**src/hw/fft_pkg.sv**
```systemverilog
// fft package: sample formats, fixed-point twiddle constants and index helpers
package fft_pkg;

	// real or imaginary sample width
	localparam int data_w = 16;

	typedef logic signed [data_w-1:0] sample_t;

	// twiddle fraction bits, unity is 0x2000
	localparam int tw_frac = 13;

	// butterfly products and sums
	typedef logic signed [31:0] prod_t;

	// largest supported frame is 2**max_log2 points
	localparam int max_log2 = 6;
	localparam int tw_count = 1 << (max_log2 - 1);

	// W64^k for k = 0..31, real part
	localparam sample_t tw_re [tw_count] = '{
		16'sh2000, 16'sh1FD8, 16'sh1F62, 16'sh1E9F,
		16'sh1D90, 16'sh1C38, 16'sh1A9B, 16'sh18BC,
		16'sh16A0, 16'sh144C, 16'sh11C7, 16'sh0F15,
		16'sh0C3E, 16'sh094A, 16'sh063E, 16'sh0322,
		16'sh0000, 16'shFCDD, 16'shF9C1, 16'shF6B5,
		16'shF3C1, 16'shF0EA, 16'shEE38, 16'shEBB3,
		16'shE95F, 16'shE743, 16'shE564, 16'shE3C7,
		16'shE26F, 16'shE160, 16'shE09D, 16'shE027
	};

	// imaginary part, negative sine for the forward transform
	localparam sample_t tw_im [tw_count] = '{
		16'sh0000, 16'shFCDD, 16'shF9C1, 16'shF6B5,
		16'shF3C1, 16'shF0EA, 16'shEE38, 16'shEBB3,
		16'shE95F, 16'shE743, 16'shE564, 16'shE3C7,
		16'shE26F, 16'shE160, 16'shE09D, 16'shE027,
		16'shE000, 16'shE027, 16'shE09D, 16'shE160,
		16'shE26F, 16'shE3C7, 16'shE564, 16'shE743,
		16'shE95F, 16'shEBB3, 16'shEE38, 16'shF0EA,
		16'shF3C1, 16'shF6B5, 16'shF9C1, 16'shFCDD
	};

	// mirror the low bits of an index
	function automatic int unsigned bit_reverse(
		input int unsigned idx,
		input int unsigned bits
	);
		int unsigned res;
		res = 0;
		for (int b = 0; b < bits; b++) begin
			res = (res << 1) | ((idx >> b) & 1);
		end
		return res;
	endfunction

endpackage
```
**src/hw/fft_frame_loader.sv**
```systemverilog
`timescale 1ns/1ps
// frame loader: input shift buffer and sample counter, frame out in bit-reversed order
module fft_frame_loader import fft_pkg::*; #(
	parameter int n_log2 = 4,
	localparam int n_points = 1 << n_log2
) (
	input  logic    clk,
	input  logic    rst_n,
	input  logic    stb,
	input  logic    sop_in,
	input  sample_t x_re,
	input  sample_t x_im,
	output sample_t frame_re [n_points],
	output sample_t frame_im [n_points],
	output logic    frame_start
);

	localparam logic [n_log2-1:0] last_cnt = '1;

	sample_t sh_re [n_points];
	sample_t sh_im [n_points];

	logic              run;
	logic [n_log2-1:0] cnt;

	// newest sample enters at index 0, oldest drifts to the top
	always_ff @(posedge clk) begin
		if (stb) begin
			sh_re[0] <= x_re;
			sh_im[0] <= x_im;
			for (int k = 1; k < n_points; k++) begin
				sh_re[k] <= sh_re[k-1];
				sh_im[k] <= sh_im[k-1];
			end
		end
	end

	// samples strobed outside a frame are shifted in but not counted
	always_ff @(posedge clk or negedge rst_n) begin
		if (!rst_n) begin
			run         <= 1'b0;
			cnt         <= '0;
			frame_start <= 1'b0;
		end else begin
			frame_start <= 1'b0;
			if (stb && (run || sop_in)) begin
				// wraps back to zero on the last sample
				cnt <= cnt + 1'b1;
				if (cnt == last_cnt) begin
					run         <= 1'b0;
					frame_start <= 1'b1;
				end else begin
					run <= 1'b1;
				end
			end
		end
	end

	// oldest sample lands on index 0 of the stage array
	for (genvar i = 0; i < n_points; i++) begin : g_present
		assign frame_re[i] = sh_re[n_points - 1 - bit_reverse(i, n_log2)];
		assign frame_im[i] = sh_im[n_points - 1 - bit_reverse(i, n_log2)];
	end

	// a new frame may not cut into one still being counted
	assert property (@(posedge clk) disable iff (!rst_n) $rose(sop_in) |-> !run)
		else $error("fft_frame_loader: sop_in while a frame is still being counted");

endmodule

```
**config.mk**
```make
export PLATFORM = sky130hd
export DESIGN_NAME = fft_frame_loader
export DESIGN_NICKNAME = d
export VERILOG_FILES = /design/src/hw/fft_pkg.sv /design/src/hw/fft_frame_loader.sv
export SDC_FILE = /design/constraint.sdc
export NUM_CORES = 1
export LEC_CHECK = 0
export BUFFER_PORTS_ARGS = -buffer_cell sky130_fd_sc_hd__buf_2
export CAP_MARGIN = 20
export CORE_AREA = 2 2 213 215
export DETAILED_ROUTE_END_ITERATION = 10
export DIE_AREA = 0 0 215 217
export MAX_ROUTING_LAYER = met4
export PLACE_DENSITY_LB_ADDON = 0.1
export SETUP_SLACK_MARGIN = 0.02
export SYNTH_ARGS = -nofsm -noshare
export SYNTH_HDL_FRONTEND = slang
export SYNTH_SLANG_ARGS = --single-unit
```
**constraint.sdc**
```tcl
create_clock -name clk -period 1.8 [get_ports clk]
set_clock_uncertainty 0.2 [all_clocks]
set_input_delay 0.36 -clock clk [delete_from_list [all_inputs] [get_ports clk]]
set_output_delay 0.36 -clock clk [all_outputs]
set_load 0.005 [all_outputs]
```
# == Word level (Yosys, flattened, before mapping) ==
# Memory sizes are Yosys's and may differ from the RTL's.
# Index checks and enable logic that the tools add are counted.
# totals
reg_bits,6
latch_bits,0
ram_bits,512
mem_bits_ro,0
input_bits,36
output_inout_bits,513
memories,2
# op_classes
addsub,1
mul,0
div_mod_pow,0
n_lt_le_gt_ge,0
n_eq_ne,1
n_shift,0
n_mux,5
n_bitwise,0
n_reduce_logical,2
# memory_table
name,depth,word_bits,read_ports,rd_ports_with_merged_regs,write_ports,line,source
sh_im,16,16,16,0,16,fft_frame_loader.sv:21,sample_t sh_im [n_points];
sh_re,16,16,16,0,16,fft_frame_loader.sv:20,sample_t sh_re [n_points];
# ops
operator,n
1-bit 2-to-1 mux,5
4-bit by 1-bit adder with 4-bit output (second input constant),1
4-bit == test (second input constant),1
1-bit logical AND,1
1-bit logical OR,1

# == Logic depth before layout (Yosys ltp) ==
# logic_depth
ltp_word,3
mapped_depth,3
mapped_depth_nobuf,3

# == Worst setup path after synthesis ==
# Ideal clock, no wire load.
# synth_path
path_kind,register to register
from,reg cnt[0]
to,reg cnt[1]
setup_time_ps,125
arrival_ps,909
t_required_ps,1475
path_slack_ps,566
path_stages_with_launch,3
path_buffers,0
synth_period_minus_slack_ps,1234
path_cell_list,dfrtp_1 > ha_1 > mux2_4
# synth_via
elab_chain_cells,1
# synth_lines
element,line,source
from (decl),fft_frame_loader.sv:24,logic [n_log2-1:0] cnt;
from (signal assigned),fft_frame_loader.sv:48,cnt <= cnt + 1'b1;
4-bit by 1-bit adder with 4-bit output,fft_frame_loader.sv:48,
# No other way between the ends.
# A chain may end at the register's enable or synchronous reset.

==> results.py <==
metrics = {
    "setup_path": {
        "critPathLaunchType": "flip-flop",
        "crit_chain": "buf_6",
        "worst_setup_path_end_kind": "output pin",
        "rrSetupSlack_ns": 0.52,
        "path_delay_family": "flip-flops",
        "cp.arrival_ns": 1.17,
        "r2r-start": "cnt[0]",
        "worstPathMaxFanout": 2,
        "path_buf_inv": 1,
        "ff2ff_path_depth": 2,
        "critical_path_class": "flip-flop to output pin",
        "slowest_stage": "edfxtp_1",
        "max_stage_delay_ns": 0.44,
        "reg2reg_to": "cnt[1]",
        "worstPathRequired_ns": 1.24,
    },
    "synth": {
        "syn_inst": 529,
        "synth_area_leaders": "edfxtp_1 98%, dfrtp_1 0.96%, xnor2_1 0.11%",
        "synth.avg_cell_area_sq_um": 29.5,
        "ys_ff_latch": 518,
        "synth_top_cell_by_area": "edfxtp_1",
        "synth_mux_area_share_pct": 0.0961,
        "synth_cell_types": 12,
        "yosys.area.top_type_share_pct": 98.4,
        "synth_nets": 566,
        "yosys.area_share.adder_pct": 0.0801,
        "netlist_area_sq_um": 15600,
        "ys_seq_area_share_pct": 99.4,
        "synth-xor-area-share_pct": 0.168,
        "ys_warn_count": 0,
        "yosys.area_share.simple_pct": 0.200,
        "synth_compound_area_share_pct": 0.0961,
        "synth_top_family_by_area": "simple AND/OR/NAND/NOR gates",
    },
    "worst_hold_path": {
        "hold_class": "input pin to flip-flop",
        "min_from": "stb",
        "min_to": "sh_re[3][0]",
        "hold_path_depth": 1,
    },
    "sta": {
        "finalHoldViolCount": 0,
        "tns_ns": 0,
        "rsz0062_at_grt": "yes",
        "worst_slack_ns": 0.0689,
        "tightest_slew_ns": 0.443,
        "relSlewSlack_pct": 70.4,
        "layout_min_cycle_time_ns": 1.73,
        "fin_crit_sh_pct": 96.2,
        "timing.fmax_mhz": 578,
        "whs_ns": 0.0332,
        "setup_viol": 0,
        "maxSlewViolCount": 0,
    },
    "drt": {
        "wl_per_cell_microns": 19.9,
        "ant_nets": 0,
        "first_pass_iters": 4,
        "drt_iter0_drc": 442,
        "remaining_drc_errors": 0,
        "routed_via_density": 4.17,
        "routed_wl_mm": 36.7,
        "vias": 7720,
    },
    "die": {
        "die_x_microns": 215,
        "core_region_area_sq_um": 44700,
        "die_area_sq_um": 46700,
        "ios": 549,
        "die_h_microns": 217,
        "start_util_pct": 35.0,
        "num_rows": 78,
    },
    "finish": {
        "nFillCells": 3874,
        "nNetsFinal": 1244,
        "drive_gt1_share_pct": 52.9,
        "diodes": 0,
        "final_core_util_pct": 48.2,
        "area_growth_pct": 37.9,
        "fin_area_sq_um": 21500,
    },
    "power": {
        "seq_power_share_pct": 55.5,
        "switching_share_pct": 20.9,
        "vdd_drop_max_mv": 0.709,
        "switching_power_mw": 5.45,
        "p_per_area_nw_per_um2": 1210,
        "p_leak_nw": 8.47,
        "clkPwrFrac_pct": 39.2,
        "p_int_mw": 20.7,
        "power_frac_comb_pct": 5.3,
    },
    "grt": {
        "grt_pass1_wl_mm": 51.7,
        "antenna_found_initial": 0,
        "grt_max_degree": 53,
        "gr-total-overflow": 0,
        "grt_pass1_vias": 7740,
        "gr-usage-all-layers_pct": 15.6,
    },
    "clock_tree": {
        "cts_tree": "built",
        "cts.sinks": 518,
        "clk_pin_slew_ns": 0.06,
        "cts_buffers": 55,
        "clock_latency_ns": 0.58,
        "root_buffer": "clkbuf_16",
        "clock_tree.buffer_depth": 3,
        "htree_levels": 2,
    },
    "place": {
        "port_buffers": 548,
        "place_area_sq_um": 19400,
        "routabilityCongestion": 0.790,
        "dpl.hpwl_mm": 26.9,
        "dp_slack_ns": 0.120,
    },
    "run_status": {
        "status": "finished, final reports clean",
    },
    "job": {
        "drv_cap": 0,
    },
}
==> per-stage QoR <==
step	power [mW]	cells
2_1_floorplan	14.9	529
3_3_place_gp	16.1	1700
3_5_place_dp	16.1	1700
4_1_cts	26.5	1844
5_1_grt	27.1	1850
6_report	26.1	1850
==> Yosys cell counts <==
| library cell | instances |
|---|---|
| edfxtp_1 | 512 |
| dfrtp_1 | 6 |
| nand4_1 | 1 |
| xor2_1 | 1 |
| o21a_4 | 1 |
| mux2_4 | 1 |
| ha_1 | 1 |
| xnor2_1 | 2 |
| nor2_1 | 1 |
| and4_4 | 1 |
| nor2_2 | 1 |
| nand2_1 | 1 |
==> kinds of logic (layout without fill, tap and decap cells) <==
kind of cell               count (synthesis)  count (layout)
xor gates and xnor gates                   3               3
and+or+nand+nor                            5               5
DFF                                      518             518
adders and majority gates                  1               1
AOI/OAI and AO/OA                          1               1
muxes                                      1               1
buffers and inverters                      0             721
==> layout make-up <==
type	instances	area, sq um	area share, %
Clock buffer	72	1480	6.88
Clock inverter	28	158	0.732
Multi-Input combinational cell	11	100	0.465
Sequential cell	518	15500	72.0
Tap cell	600	751	3.48
Timing Repair Buffer	621	3530	16.4
==> power by group through the flow <==
stage | logic (mW) | registers (mW) | clock network [mW]
floorplan | 0.102 | 14.8 | 0
global placement | 1.35 | 14.7 | 0
detailed placement | 1.35 | 14.8 | 0
CTS | 1.43 | 14.5 | 10.6
global route | 1.51 | 14.6 | 11.0
finish | 1.40 | 14.5 | 10.2
==> layout by cell type, fill, tap and decap left out <==
cell type	count
and4_4	1
buf_12	9
buf_2	542
buf_4	29
buf_6	5
buf_8	1
bufinv_16	1
clkbuf_1	15
clkbuf_16	57
clkinv_1	14
clkinv_2	10
clkinv_4	1
clkinvlp_4	1
dfrtp_1	6
dlygate4sd3_1	35
edfxtp_1	512
ha_1	1
inv_6	1
mux2_4	1
nand2_1	1
nand4_1	1
nor2_1	1
nor2_2	1
o21a_4	1
xnor2_1	2
xor2_1	1
==> sequential cells by signal, indices dropped and copies added (netlist names) <==
name	cells
frame_start	1
run	1
sh_im	256
cnt	4
sh_re	256
==> per-layer routing <==
metal / vias to the layer above / global-route usage, % / part of all wire [%]
li1: 3540 / - / -
met1: 3804 / 17.4 / 37
met2: 304 / 26.2 / 52
met3: 72 / 5.45 / 7.9
met4: 0 / 5.15 / 2.6
met5: - / - / 0
==> what timing repair did <==
action / CTS / global route
hold endpoints to repair: 41 / 0
endpoints found under the setup margin: 13 / 15
buffers inserted: 9 / 6
hold buffers: 35 / 0
resized for setup: 3 / 3
==> worst max-delay path by stage <==
stage                  from       endpoint  slack [ns]  cells past startpoint
2_1_floorplan        cnt[0]         cnt[1]        0.57                      2
3_3_place_gp            stb   sh_im[0][15]        0.13                      2
3_5_place_dp            stb   sh_im[0][15]        0.12                      2
4_1_cts        sh_re[2][14]   frame_re[46]        0.01                      1
5_1_grt         sh_re[4][4]   frame_re[20]      0.0006                      1
6_report        sh_im[7][7]  frame_im[231]        0.07                      1
(Power assumes the default switching activity.)
