**config.mk**
```make
export PLATFORM = sky130hd
export DESIGN_NAME = fft_frame_unloader
export DESIGN_NICKNAME = d
export VERILOG_FILES = /design/src/hw/fft_pkg.sv /design/src/hw/fft_frame_unloader.sv
export SDC_FILE = /design/constraint.sdc
export NUM_CORES = 1
export LEC_CHECK = 0
export BUFFER_PORTS_ARGS = -buffer_cell sky130_fd_sc_hd__buf_4
export CORE_AREA = 2 2 217 219
export DETAILED_ROUTE_END_ITERATION = 7
export DIE_AREA = 0 0 219 221
export GPL_ROUTABILITY_DRIVEN = 0
export MAX_ROUTING_LAYER = met4
export PLACE_DENSITY = 0.61
export SETUP_SLACK_MARGIN = 0.4
export SYNTH_ARGS = -nofsm -noshare
export SYNTH_HDL_FRONTEND = slang
export SYNTH_SLANG_ARGS = --single-unit
```
**constraint.sdc**
```tcl
create_clock -name clk -period 4.16 [get_ports clk]
set_clock_uncertainty 0.1 [all_clocks]
set_input_delay 1.248 -clock clk [delete_from_list [all_inputs] [get_ports clk]]
set_output_delay 1.248 -clock clk [all_outputs]
set_load 0.02 [all_outputs]
```
**src/hw/fft_pkg.sv**
```systemverilog
// fft package: sample formats, fixed-point twiddle constants and index helpers
package fft_pkg;

	// real or imaginary sample width
	localparam int data_w = 16;

	typedef logic signed [data_w-1:0] sample_t;

	// twiddle fraction bits, unity is 0x2000
	localparam int tw_frac = 13;

	// butterfly products and sums
	typedef logic signed [31:0] prod_t;

	// largest supported frame is 2**max_log2 points
	localparam int max_log2 = 6;
	localparam int tw_count = 1 << (max_log2 - 1);

	// W64^k for k = 0..31, real part
	localparam sample_t tw_re [tw_count] = '{
		16'sh2000, 16'sh1FD8, 16'sh1F62, 16'sh1E9F,
		16'sh1D90, 16'sh1C38, 16'sh1A9B, 16'sh18BC,
		16'sh16A0, 16'sh144C, 16'sh11C7, 16'sh0F15,
		16'sh0C3E, 16'sh094A, 16'sh063E, 16'sh0322,
		16'sh0000, 16'shFCDD, 16'shF9C1, 16'shF6B5,
		16'shF3C1, 16'shF0EA, 16'shEE38, 16'shEBB3,
		16'shE95F, 16'shE743, 16'shE564, 16'shE3C7,
		16'shE26F, 16'shE160, 16'shE09D, 16'shE027
	};

	// imaginary part, negative sine for the forward transform
	localparam sample_t tw_im [tw_count] = '{
		16'sh0000, 16'shFCDD, 16'shF9C1, 16'shF6B5,
		16'shF3C1, 16'shF0EA, 16'shEE38, 16'shEBB3,
		16'shE95F, 16'shE743, 16'shE564, 16'shE3C7,
		16'shE26F, 16'shE160, 16'shE09D, 16'shE027,
		16'shE000, 16'shE027, 16'shE09D, 16'shE160,
		16'shE26F, 16'shE3C7, 16'shE564, 16'shE743,
		16'shE95F, 16'shEBB3, 16'shEE38, 16'shF0EA,
		16'shF3C1, 16'shF6B5, 16'shF9C1, 16'shFCDD
	};

	// mirror the low bits of an index
	function automatic int unsigned bit_reverse(
		input int unsigned idx,
		input int unsigned bits
	);
		int unsigned res;
		res = 0;
		for (int b = 0; b < bits; b++) begin
			res = (res << 1) | ((idx >> b) & 1);
		end
		return res;
	endfunction

endpackage
```
**src/hw/fft_frame_unloader.sv**
```systemverilog
`timescale 1ns/1ps
// frame unloader: output shift buffer, bin counter and inverse-mode mapping
module fft_frame_unloader import fft_pkg::*; #(
	parameter int n_log2 = 4,
	localparam int n_points = 1 << n_log2
) (
	input  logic    clk,
	input  logic    rst_n,
	input  logic    inv,
	input  logic    load,
	input  sample_t bin_re [n_points],
	input  sample_t bin_im [n_points],
	output logic    valid_out,
	output logic    sop_out,
	output sample_t y_re,
	output sample_t y_im
);

	localparam logic [n_log2-1:0] last_bin = '1;

	sample_t sh_re [n_points];
	sample_t sh_im [n_points];

	logic [n_log2-1:0] cnt;

	// bin 0 always sits at the head of the buffer
	always_ff @(posedge clk) begin
		if (load) begin
			sh_re <= bin_re;
			sh_im <= bin_im;
		end else begin
			for (int k = 0; k < n_points - 1; k++) begin
				sh_re[k] <= sh_re[k+1];
				sh_im[k] <= sh_im[k+1];
			end
		end
	end

	always_ff @(posedge clk or negedge rst_n) begin
		if (!rst_n) begin
			valid_out <= 1'b0;
			sop_out   <= 1'b0;
			cnt       <= '0;
		end else begin
			sop_out <= load;
			if (load) begin
				valid_out <= 1'b1;
				cnt       <= '0;
			end else if (valid_out) begin
				cnt <= cnt + 1'b1;
				if (cnt == last_bin) begin
					valid_out <= 1'b0;
				end
			end
		end
	end

	// inverse via swapped parts, scaled by 1/N
	assign y_re = inv ? (sh_im[0] >>> n_log2) : sh_re[0];
	assign y_im = inv ? (sh_re[0] >>> n_log2) : sh_im[0];

	// a new frame may only land on the last bin of the one going out
	assert property (@(posedge clk) disable iff (!rst_n)
		load |-> (!valid_out || cnt == last_bin))
		else $error("fft_frame_unloader: load while bins are still being sent");

endmodule

```
# Word-level counts from Yosys, hierarchy flattened

Cells that the tools add are included.

$add $sub $neg: 1
Equal/unequal tests: 1
Muxes and demuxes: 9
Reduce and logical (&&, ||, !) cells: 1

Operators by type and width:

| cell                                                           | number |
|---|---|
| 240-bit two-way mux                                            | 2 |
| 16-bit two-way mux                                             | 2 |
| 4-bit two-way mux                                              | 2 |
| 4-bit by 1-bit adder with 4-bit output (second input constant) | 1 |
| 4-bit equality test (second input constant)                    | 1 |
| 1-bit two-way mux                                              | 3 |
| 2-bit nonzero test                                             | 1 |

Bits in registers: 518
Input bits: 516
Output and inout bits: 34
Logic and storage cells: 47

# Longest topological paths before layout

Gate-level depths: netlist of the first run.

Depth in word-level cells: 4
Mapped depth: 5
Mapped depth without buffers: 3

# Least setup slack after synthesis of the first run

No wires, ideal clock.

Path kind: input to output
From: input inv
To: output y_im[11]
Data arrival time: 2.058 ns
Required time: 2.812 ns
Slack: 0.754 ns
Stages on the path: 3
Buffers on the path: 2
Path through: buf_2 -> clkbuf_1 -> o21ai_0

Word-level cells in the longest chain between the ends: 1

RTL lines:

| what               | line                     | text |
|---|---|---|
| start, declared    | fft_frame_unloader.sv:9  | `input logic inv,` |
| 16-bit two-way mux | fft_frame_unloader.sv:60 | `assign y_im = inv ? (sh_re[0] >>> n_log2) : sh_im[0];` |
| end, declared      | fft_frame_unloader.sv:16 | `output sample_t y_im` |

No other way between the ends.

# Final worst setup path of the first run

From: input inv
To: output y_im[12]

Same word-level chain as after synthesis.

==> results of run 1 <==
[registers in the layout, summed over array words and instances, names as in the netlist]
register and count:
sh_re 256, valid_out 1, sop_out 1, cnt 4
sh_im 256
[worst reg2reg max path, delay by kind of cell (launching register included)]
kind	cells	cell delay, ns
DFF	1	0.46
and+or+nand+nor	1	0.14
muxes	1	0.34
[worst min path at each step]
stage	start	endpoint	cells after the start
floorplan	sh_im[239]$_DFF_P_	sh_im[255]$_DFF_P_	1
global placement	sh_im[160]$_DFF_P_	sh_im[176]$_DFF_P_	1
detailed placement	sh_re[166]$_DFF_P_	sh_re[182]$_DFF_P_	1
CTS	rst_n	valid_out$_DFF_PN0_	1
global route	rst_n	valid_out$_DFF_PN0_	1
finish	sh_re[34]$_DFF_P_	sh_re[50]$_DFF_P_	1
[cell type report]
class                   instances  share of cell area (%)
clock buffers                  82                    6.90
multi-input cells             528                    24.8
inverters                      10                   0.160
diodes                          6                  0.0641
flip-flops and latches        518                    45.7
repair buffers                568                    18.5
well taps                     607                    3.24
clock inverters                14                   0.539
[per-stage QoR]
step / util (%) / instance area, sq um / hold WS, ns
6_report: 50.9 / 23400 / 0.352
5_1_grt: 50.9 / 23400 / 0.326
4_1_cts: 50.8 / 23400 / 0.314
3_5_place_dp: 47.1 / 21700 / 0.340
3_3_place_gp: 47.1 / 21700 / 0.336
2_1_floorplan: - / 17200 / 0.334
[synth_stat cells (all sizes together)]
cell,instances
inv,10
nand3,1
a21o,1
mux2,503
a21oi,1
a21bo,1
buf,58
dfrtp,6
nand3b,1
ha,1
clkbuf,1
xnor2,1
nor2b,1
edfxtp,32
nand2,2
nand4,1
dfxtp,480
nor2,3
o21ai,10
mux2i,1
[per-layer routing]
metal | global-route usage [%] | wire length (um) | up-vias
met5 | - | 0 | -
met4 | 6.06 | 1130 | 0
met3 | 7.26 | 4100 | 70
met2 | 29.2 | 20900 | 349
met1 | 18.1 | 15800 | 4503
li1 | - | - | 5028
[kinds of logic after synthesis]
group / count (synthesis)
flip-flops: 518
buffers and inverters: 69
AO/OA/AOI/OAI: 13
multiplexers: 504
adder cells (fa/ha/maj): 1
AND/OR/NAND/NOR: 9
XOR/XNOR: 1
[power breakdown]
group	internal, uW	switching (uW)	leakage [uW]
registers	5530	150	0.00444
logic	801	366	0.00485
clock network	2790	1890	0.000866
total	9110	2410	0.0102
==> impl_metrics.env, run 1 <==
export IMPL_cts_post_setup_buffers_inserted=0
export IMPL_root_buffer="clkbuf_16"
export IMPL_p_leak_uw=0.0102
export IMPL_hpwl_um=31700
export IMPL_slowest_stage="buf_4"
export IMPL_critPathArrivalTime_ns=2.14
export IMPL_cts_made_buffers=53
export IMPL_cp_start_kind="input port"
export IMPL_synth_cell_types=22
export IMPL_final_common_cell="buf_4"
export IMPL_status="finished, final reports clean"
export IMPL_synth_area_top_cells="dfxtp_1 (56%), mux2_2 (33%), edfxtp_1 (5.6%), buf_6 (3.3%), dfrtp_1 (0.87%)"
export IMPL_io_buffers=549
export IMPL_place_ws_ns=0.672
export IMPL_fp_dieH_um=221
export IMPL_power_total_uw=11500
export IMPL_grt_usage_pct=17.3
export IMPL_ff2ff_path_depth=2
export IMPL_dr_pass1_iters=4
export IMPL_layout_min_cycle_time_ns=3.48
export IMPL_ff_latch_area_sq_mm=0.0107
export IMPL_min_path_type="reg -> reg"
export IMPL_avgViaCountPerCell=4.26
export IMPL_crit_cells=4
export IMPL_placed_cells=2231
export IMPL_setup_viol=0
export IMPL_path_cells="buf_4, nand2_1, o21ai_0, buf_4"
export IMPL_path_clk_slew_ns=0.06
export IMPL_maxCapViolCount=0
export IMPL_critical_path_top_delay_family="buffers and inverters"
export IMPL_worstPathBufferInverterCount=2
export IMPL_cts_tree="yes"
export IMPL_reg2reg_slack_ns=3.00
export IMPL_synth_mux_area_share_pct=33.0
export IMPL_cp_max_fo=34
export IMPL_hold_buffers=0
export IMPL_tns_ns=0
export IMPL_core_sq_mm=0.0461
export IMPL_drive_gt1_share_pct=67.2
export IMPL_drc_errors=0
export IMPL_required_ns=2.81
export IMPL_die_area_sq_mm=0.0484
export IMPL_path_class="in -> out"
export IMPL_clock_sinks=518
export IMPL_synth_top_area_share_pct=55.9
export IMPL_netlist_area_sq_mm=0.0172
export IMPL_ys_seq_area_share_pct=62.4
export IMPL_area_growth_pct=36.4
export IMPL_cp_end_kind="primary output"
export IMPL_crit_top_cell="buf_4"
export IMPL_layout_nets=2196
export IMPL_peakVddDrop_mv=0.377
export IMPL_clk_insertion_delay_late_ns=0.58
export IMPL_clock_fmax_ghz=0.287
export IMPL_cp_endpoint="y_im[12]"
export IMPL_clockBufferDepth=3
export IMPL_rows=79
export IMPL_antenna_found_initial=7
export IMPL_power_density_mw_per_mm2=492
export IMPL_dr_total_vias=9950
export IMPL_grt_pass1_vias=10700
export IMPL_drt_iter0_drc=384
export IMPL_min_period_over_period_pct=83.8
export IMPL_num_fill_cells=4079
export IMPL_timing_final_ws_setup_ns=0.675
export IMPL_rr_startpoint="valid_out$_DFF_PN0_"
export IMPL_slew_headroom_pct=62.4
export IMPL_synth_compound_area_share_pct=0.423
export IMPL_die_width_um=219
export IMPL_grt_pass1_wl_um=61500
export IMPL_synth_area_leader_cell="dfxtp_1"
export IMPL_synthSimpleGateAreaFrac_pct=0.255
export IMPL_initial_core_util_pct=37.3
export IMPL_synthAdderAreaFrac_pct=0.0728
export IMPL_ctsResizeCount=0
export IMPL_synth_top_family_by_area="multiplexers"
export IMPL_rsz0062_at_grt="false"
export IMPL_cp_startpoint="inv"
export IMPL_synth_seq_cells=518
export IMPL_wire_per_inst_um=18.0
export IMPL_htree_levels=2
export IMPL_layoutNonFillerInstCount=2333
export IMPL_slew_violations=0
export IMPL_hold_viol_final=0
export IMPL_syn_inst=1115
export IMPL_wl_um=42000
export IMPL_r2r_end="cnt[3]$_DFFE_PN0P_"
export IMPL_overflow=0
export IMPL_ant_nets=0
export IMPL_grt_max_degree=88
export IMPL_multi_input_area_sq_mm=0.00581
export IMPL_ys_warn_count=0
export IMPL_tightest_slew_ns=0.564
export IMPL_synth_nets=1632
export IMPL_final_cell_mix="buf_4 (561), mux2_2 (503), dfxtp_1 (480)"
export IMPL_slowest_delay_ns=0.32
export IMPL_synthXorXnorAreaFrac_pct=0.0510
export IMPL_io_pins=550
export IMPL_avgSynthCellArea_sq_um=15.4
Note: power is estimated with default switching activity, not from simulation.
==> run 2, diff against run 1 <==
--- a/config.mk
+++ b/config.mk
@@ -5,13 +5,14 @@
 export SDC_FILE = /design/constraint.sdc
 export NUM_CORES = 1
 export LEC_CHECK = 0
+export ABC_AREA = 1
 export BUFFER_PORTS_ARGS = -buffer_cell sky130_fd_sc_hd__buf_4
-export CORE_AREA = 2 2 217 219
+export CORE_AREA = 2 2 211 213
 export DETAILED_ROUTE_END_ITERATION = 7
-export DIE_AREA = 0 0 219 221
+export DIE_AREA = 0 0 213 215
 export GPL_ROUTABILITY_DRIVEN = 0
 export MAX_ROUTING_LAYER = met4
-export PLACE_DENSITY = 0.61
+export PLACE_DENSITY = 0.64
 export SETUP_SLACK_MARGIN = 0.4
 export SYNTH_ARGS = -nofsm -noshare
 export SYNTH_HDL_FRONTEND = slang
==> constraint.sdc (replaced) <==
create_clock -name clk -period 3.5 [get_ports clk]
set_clock_uncertainty 0.1 [all_clocks]
set_input_delay 1.05 -clock clk [delete_from_list [all_inputs] [get_ports clk]]
set_output_delay 1.05 -clock clk [all_outputs]
set_load 0.02 [all_outputs]
==> run 2 against run 1 <==
Compared with the run above: die area down 5.4%; critical endpoint is now y_im[3]; worst setup slack worse by 0.17 ns; cell count is 42% higher; largest power group unchanged.
==> impl_metrics.env, run 2 <==
export IMPL_synth_area_leader_cell="dfxtp_1"
export IMPL_cp_start_kind="input port"
export IMPL_io_pins=550
export IMPL_cts_made_buffers=53
export IMPL_multi_input_area_sq_mm=0.00576
export IMPL_worstPathBufferInverterCount=3
export IMPL_path_cells="buf_8, buf_4, nor2_1, a21oi_1, buf_4"
export IMPL_layout_nets=3189
export IMPL_avgSynthCellArea_sq_um=7.96
export IMPL_drc_errors=0
export IMPL_slew_headroom_pct=60.3
export IMPL_critPathArrivalTime_ns=1.84
export IMPL_synth_compound_area_share_pct=0.879
export IMPL_num_fill_cells=4149
export IMPL_cp_max_fo=45
export IMPL_layout_min_cycle_time_ns=2.99
export IMPL_rows=77
export IMPL_min_path_type="in -> async"
export IMPL_ys_seq_area_share_pct=62.3
export IMPL_power_total_uw=13500
export IMPL_fp_dieH_um=215
export IMPL_clockBufferDepth=3
export IMPL_final_common_cell="nand2_1"
export IMPL_synthSimpleGateAreaFrac_pct=32.2
export IMPL_maxCapViolCount=0
export IMPL_synthFlopType="dfxtp_1"
export IMPL_crit_top_cell="buf_4"
export IMPL_wire_per_inst_um=14.5
export IMPL_tightest_slew_ns=0.596
export IMPL_grt_max_degree=128
export IMPL_area_growth_pct=36.0
export IMPL_clock_sinks=518
export IMPL_path_class="in -> out"
export IMPL_avgViaCountPerCell=4.32
export IMPL_rsz0062_at_grt="false"
export IMPL_yosysMostFrequentCell="nand2_1"
export IMPL_tns_ns=0
export IMPL_synth_cell_types=17
export IMPL_slowest_delay_ns=0.21
export IMPL_hold_buffers=0
export IMPL_synthXorXnorAreaFrac_pct=0
export IMPL_synth_top_area_share_pct=55.8
export IMPL_setup_viol=0
export IMPL_clock_fmax_ghz=0.334
export IMPL_synth_seq_cells=518
export IMPL_wl_um=48100
export IMPL_netlist_area_sq_mm=0.0172
export IMPL_cts_tree="yes"
export IMPL_synth_mux_area_share_pct=0.262
export IMPL_ant_nets=0
export IMPL_cts_post_setup_buffers_inserted=0
export IMPL_ff_latch_area_sq_mm=0.0107
export IMPL_rr_startpoint="cnt[0]$_DFFE_PN0P_"
export IMPL_htree_levels=2
export IMPL_io_buffers=549
export IMPL_r2r_end="cnt[2]$_DFFE_PN0P_"
export IMPL_synth_edff_count=32
export IMPL_core_sq_mm=0.0436
export IMPL_clk_insertion_delay_late_ns=0.58
export IMPL_grt_pass1_wl_um=72200
export IMPL_path_clk_slew_ns=0.06
export IMPL_antenna_found_initial=7
export IMPL_ys_warn_count=0
export IMPL_peakVddDrop_mv=0.388
export IMPL_die_area_sq_mm=0.0458
export IMPL_drive_gt1_share_pct=23.9
export IMPL_synthTopCellsByCount="nand2_1 (1,458), dfxtp_1 (480), buf_2 (61)"
export IMPL_dr_pass1_iters=4
export IMPL_status="finished, final reports clean"
export IMPL_p_leak_uw=0.0124
export IMPL_final_cell_mix="nand2_1 (1,458), buf_4 (556), dfxtp_1 (480)"
export IMPL_power_density_mw_per_mm2=577
export IMPL_dr_total_vias=14300
export IMPL_crit_cells=5
export IMPL_cp_end_kind="primary output"
export IMPL_critical_path_top_delay_family="buffers and inverters"
export IMPL_hpwl_um=35500
export IMPL_synth_area_top_cells="dfxtp_1 (56%), nand2_1 (32%), edfxtp_1 (5.6%), buf_4 (1.8%), buf_2 (1.8%)"
export IMPL_grt_usage_pct=21.0
export IMPL_overflow=0
export IMPL_synthArstFlopShare_pct=1.16
export IMPL_synth_top_family_by_area="simple AND/OR/NAND/NOR gates"
export IMPL_hold_viol_final=0
export IMPL_slew_violations=0
export IMPL_drt_iter0_drc=793
export IMPL_die_width_um=213
export IMPL_slowest_stage="buf_4"
export IMPL_syn_inst=2163
export IMPL_min_period_over_period_pct=85.4
export IMPL_synthAdderAreaFrac_pct=0.0727
export IMPL_ff2ff_path_depth=3
export IMPL_required_ns=2.35
export IMPL_synth_nets=2680
export IMPL_reg2reg_slack_ns=2.39
export IMPL_initial_core_util_pct=39.4
export IMPL_root_buffer="clkbuf_16"
export IMPL_biggestRegsByFlops="sh_im: 256 flops, sh_re: 256 flops, cnt: 4 flops"
export IMPL_grt_pass1_vias=14000
## run 2: cell count changes in the layout (fill, tap and decap cells not counted), sizes merged, moves of 2 or more
cell	previous run	this run
nand2	2	1458
mux2	503	4
nor2	3	18
a21oi	1	12
inv	11	21
o21ai	10	17
clkbuf	82	86
clkinv	10	8
## run 2: area by class of cell
class | count | share of cell area (%)
clock inverter | 13 | 0.535
sequential | 518 | 45.8
antenna | 7 | 0.0748
clock buffer | 86 | 6.76
timing repair buffer | 567 | 18.7
multi-input combinational | 1513 | 24.6
tap | 592 | 3.16
inverter | 19 | 0.337
## run 2: timing repair
item	4_1_cts	5_1_grt
cloned	0	0
resized for setup	1	1
setup endpoints to repair	3	1
pin swaps	0	0
## run 2: per-stage QoR
| stage | worst slack (ns) | hold WS, ns | util (%) | std cells | area (sq um) |
|---|---|---|---|---|---|
| after floorplan | 0.462 | 0.296 | - | 2163 | 17200 |
| after global routing | 0.448 | 0.138 | 53.6 | 3315 | 23400 |
| after detailed placement | 0.378 | 0.301 | 49.7 | 3209 | 21700 |
| after global placement | 0.423 | 0.300 | 49.7 | 3209 | 21700 |
| final | 0.510 | 0.167 | 53.6 | 3315 | 23400 |
| after CTS | 0.474 | 0.125 | 53.6 | 3308 | 23400 |
## run 2: how the worst max path moves through the flow
stage               from  endpoint  slack [ns]
finish               inv   y_im[3]        0.51
global route         inv   y_im[3]        0.45
CTS                  inv   y_im[3]        0.47
detailed placement   inv   y_im[3]        0.38
global placement     inv   y_im[1]        0.42
floorplan            inv  y_im[11]        0.46
## run 2: where the power goes
group / internal, uW / switching (uW)
clock: 3230 / 2260
combinational: 678 / 663
sequential: 6510 / 157
total: 10400 / 3080
## run 2: logic make-up after synthesis
kind of cell,count (synthesis)
AO/OA/AOI/OAI,30
AND/OR/NAND/NOR,1478
flip-flops,518
buffers and inverters,132
multiplexers,4
adder cells (fa/ha/maj),1
## run 2: per-layer routing
layer	vias up	track usage, %	wire length (um)
li1	7520	-	-
met1	6239	21.3	18100
met2	462	36.7	24000
met3	92	6.50	4200
met4	0	10.0	1900
met5	-	-	0
==> run 3, diff against run 2 <==
--- a/config.mk
+++ b/config.mk
@@ -6,13 +6,13 @@
 export NUM_CORES = 1
 export LEC_CHECK = 0
 export ABC_AREA = 1
-export BUFFER_PORTS_ARGS = -buffer_cell sky130_fd_sc_hd__buf_4
 export CORE_AREA = 2 2 211 213
 export DETAILED_ROUTE_END_ITERATION = 7
 export DIE_AREA = 0 0 213 215
+export DONT_BUFFER_PORTS = 1
 export GPL_ROUTABILITY_DRIVEN = 0
 export MAX_ROUTING_LAYER = met4
-export PLACE_DENSITY = 0.64
+export PLACE_DENSITY = 0.53
 export SETUP_SLACK_MARGIN = 0.4
 export SYNTH_ARGS = -nofsm -noshare
 export SYNTH_HDL_FRONTEND = slang
==> run 3 against run 2 <==
Compared with the run above: wire length fell by 11%; sequential share of layout area up 10 points; die area did not move.
==> impl_metrics.env, run 3 (synthesis gave the netlist of run 2 again) <==
export IMPL_path_cells="nor2_1, a21oi_1, buf_4"
export IMPL_swShare_pct=22.1
export IMPL_slowest_delay_ns=0.29
export IMPL_layout_min_cycle_time_ns=2.75
export IMPL_tns_ns=0
export IMPL_htree_levels=2
export IMPL_clk_insertion_delay_late_ns=0.58
export IMPL_drt_iter0_drc=808
export IMPL_combPwrFrac_pct=5.6
export IMPL_avgViaCountPerCell=4.40
export IMPL_cp_start_kind="input port"
export IMPL_reg2reg_slack_ns=2.27
export IMPL_drive_gt1_share_pct=4.27
export IMPL_io_pins=550
export IMPL_critPathArrivalTime_ns=1.60
export IMPL_initial_core_util_pct=39.4
export IMPL_fp_dieH_um=215
export IMPL_cp_end_kind="primary output"
export IMPL_hpwl_um=30500
export IMPL_rows=77
export IMPL_holdWs_ns=0.0673
export IMPL_slowest_stage="a21oi_1"
export IMPL_power_total_uw=12800
export IMPL_min_path_type="in -> async"
export IMPL_core_sq_mm=0.0436
export IMPL_min_period_over_period_pct=78.5
export IMPL_final_cell_mix="nand2_1 (1,458), dfxtp_1 (480), clkbuf_16 (53)"
export IMPL_status="finished, final reports clean"
export IMPL_clock_sinks=518
export IMPL_ant_nets=0
export IMPL_area_growth_pct=11.0
export IMPL_hold_buffers=0
export IMPL_clock_fmax_ghz=0.364
export IMPL_power_density_mw_per_mm2=668
export IMPL_pwr_share_seq_pct=52.2
export IMPL_peakVddDrop_mv=0.421
export IMPL_wire_per_inst_um=15.6
export IMPL_path_clk_slew_ns=0.06
export IMPL_p_leak_uw=0.00973
export IMPL_root_buffer="clkbuf_16"
export IMPL_cts_tree="yes"
export IMPL_p_switching_uw=2830
export IMPL_clockBufferDepth=3
export IMPL_tightest_slew_ns=0.923
export IMPL_hold_viol_final=0
export IMPL_cts_made_buffers=53
export IMPL_ff2ff_path_depth=5
export IMPL_rr_startpoint="valid_out$_DFF_PN0_"
export IMPL_antenna_found_initial=3
export IMPL_die_width_um=213
export IMPL_io_buffers=0
export IMPL_drc_errors=0
export IMPL_grt_max_degree=516
export IMPL_rsz0062_at_grt="false"
export IMPL_path_class="in -> out"
export IMPL_r2r_end="cnt[3]$_DFFE_PN0P_"
export IMPL_overflow=0
export IMPL_cts_post_setup_buffers_inserted=0
export IMPL_clkPwrFrac_pct=42.2
export IMPL_power_internal_uw=9940
export IMPL_biggestRegsByFlops="sh_im: 256 flops, sh_re: 256 flops, cnt: 4 flops"
export IMPL_ctsResizeCount=0
export IMPL_setup_viol=0
export IMPL_final_common_cell="nand2_1"
export IMPL_dr_total_vias=12100
export IMPL_slew_headroom_pct=38.5
export IMPL_maxCapViolCount=0
export IMPL_cp_max_fo=52
export IMPL_grt_pass1_vias=12000
export IMPL_slew_violations=0
export IMPL_worstPathBufferInverterCount=1
export IMPL_die_area_sq_mm=0.0458
export IMPL_required_ns=2.35
export IMPL_wl_um=42900
export IMPL_layout_nets=2633
export IMPL_critical_path_top_delay_family="compound AO/OA/AOI/OAI gates"
export IMPL_dr_pass1_iters=6
export IMPL_grt_pass1_wl_um=63800
export IMPL_grt_usage_pct=18.5
## run 3: changes by cell type in the layout (fill, tap and decap cells not counted), sizes merged
cell	change
clkbuf	-3
diode	-4
buf	-556
clkinv	+2
inv	-2
## run 3: layout make-up
cell class,count,area [sq um]
diodes,3,7.51
clock inverters,13,116
flip-flops and latches,518,10700
well taps,592,741
multi-input cells,1513,5760
fillers,4504,24500
repair buffers,11,133
clock buffers,83,1550
inverters,19,78.8
## run 3: through the flow
stage | instances | instance area, sq um | utilization, % | worst slack (ns)
3_5_place_dp | 2653 | 17400 | 39.9 | 0.741
4_1_cts | 2749 | 19100 | 43.8 | 0.734
2_1_floorplan | 2163 | 17200 | - | 0.462
5_1_grt | 2752 | 19100 | 43.8 | 0.704
3_3_place_gp | 2653 | 17400 | 39.9 | 0.752
6_report | 2752 | 19100 | 43.8 | 0.751
## run 3: worst max-delay path by stage
stage | from | end | slack [ns] | cells past startpoint
floorplan | inv | y_im[11] | 0.46 | 3
global placement | inv | y_im[3] | 0.75 | 3
detailed placement | inv | y_im[12] | 0.74 | 2
CTS | sh_re[247]$_DFF_P_ | y_im[3] | 0.73 | 3
global route | inv | y_re[11] | 0.70 | 1
finish | inv | y_im[3] | 0.75 | 3
## run 3: power groups by stage
stage / logic [uW] / registers (uW) / clock network [uW]
2_1_floorplan: 686 / 6740 / 0
3_3_place_gp: 713 / 6790 / 0
3_5_place_dp: 727 / 6800 / 0
4_1_cts: 731 / 6670 / 5520
5_1_grt: 853 / 6710 / 5790
6_report: 717 / 6660 / 5390
## run 3: routing by layer
layer  up-vias  part of all wire (%)  track usage (%)
met1      5200                    39             19.7
met3        83                   9.0             6.36
met4         0                   3.8             8.07
met2       411                    48             31.1
met5         -                     0                -
li1       6407                     -                -
## run 3: worst register-to-register path: stages (launching register included)
cell and delay, ns:
dfrtp_1 0.59, nand2_1 0.13, nor2_1 0.16, nand2_1 0.07, nand2_1 0.06, nor2_1 0.04
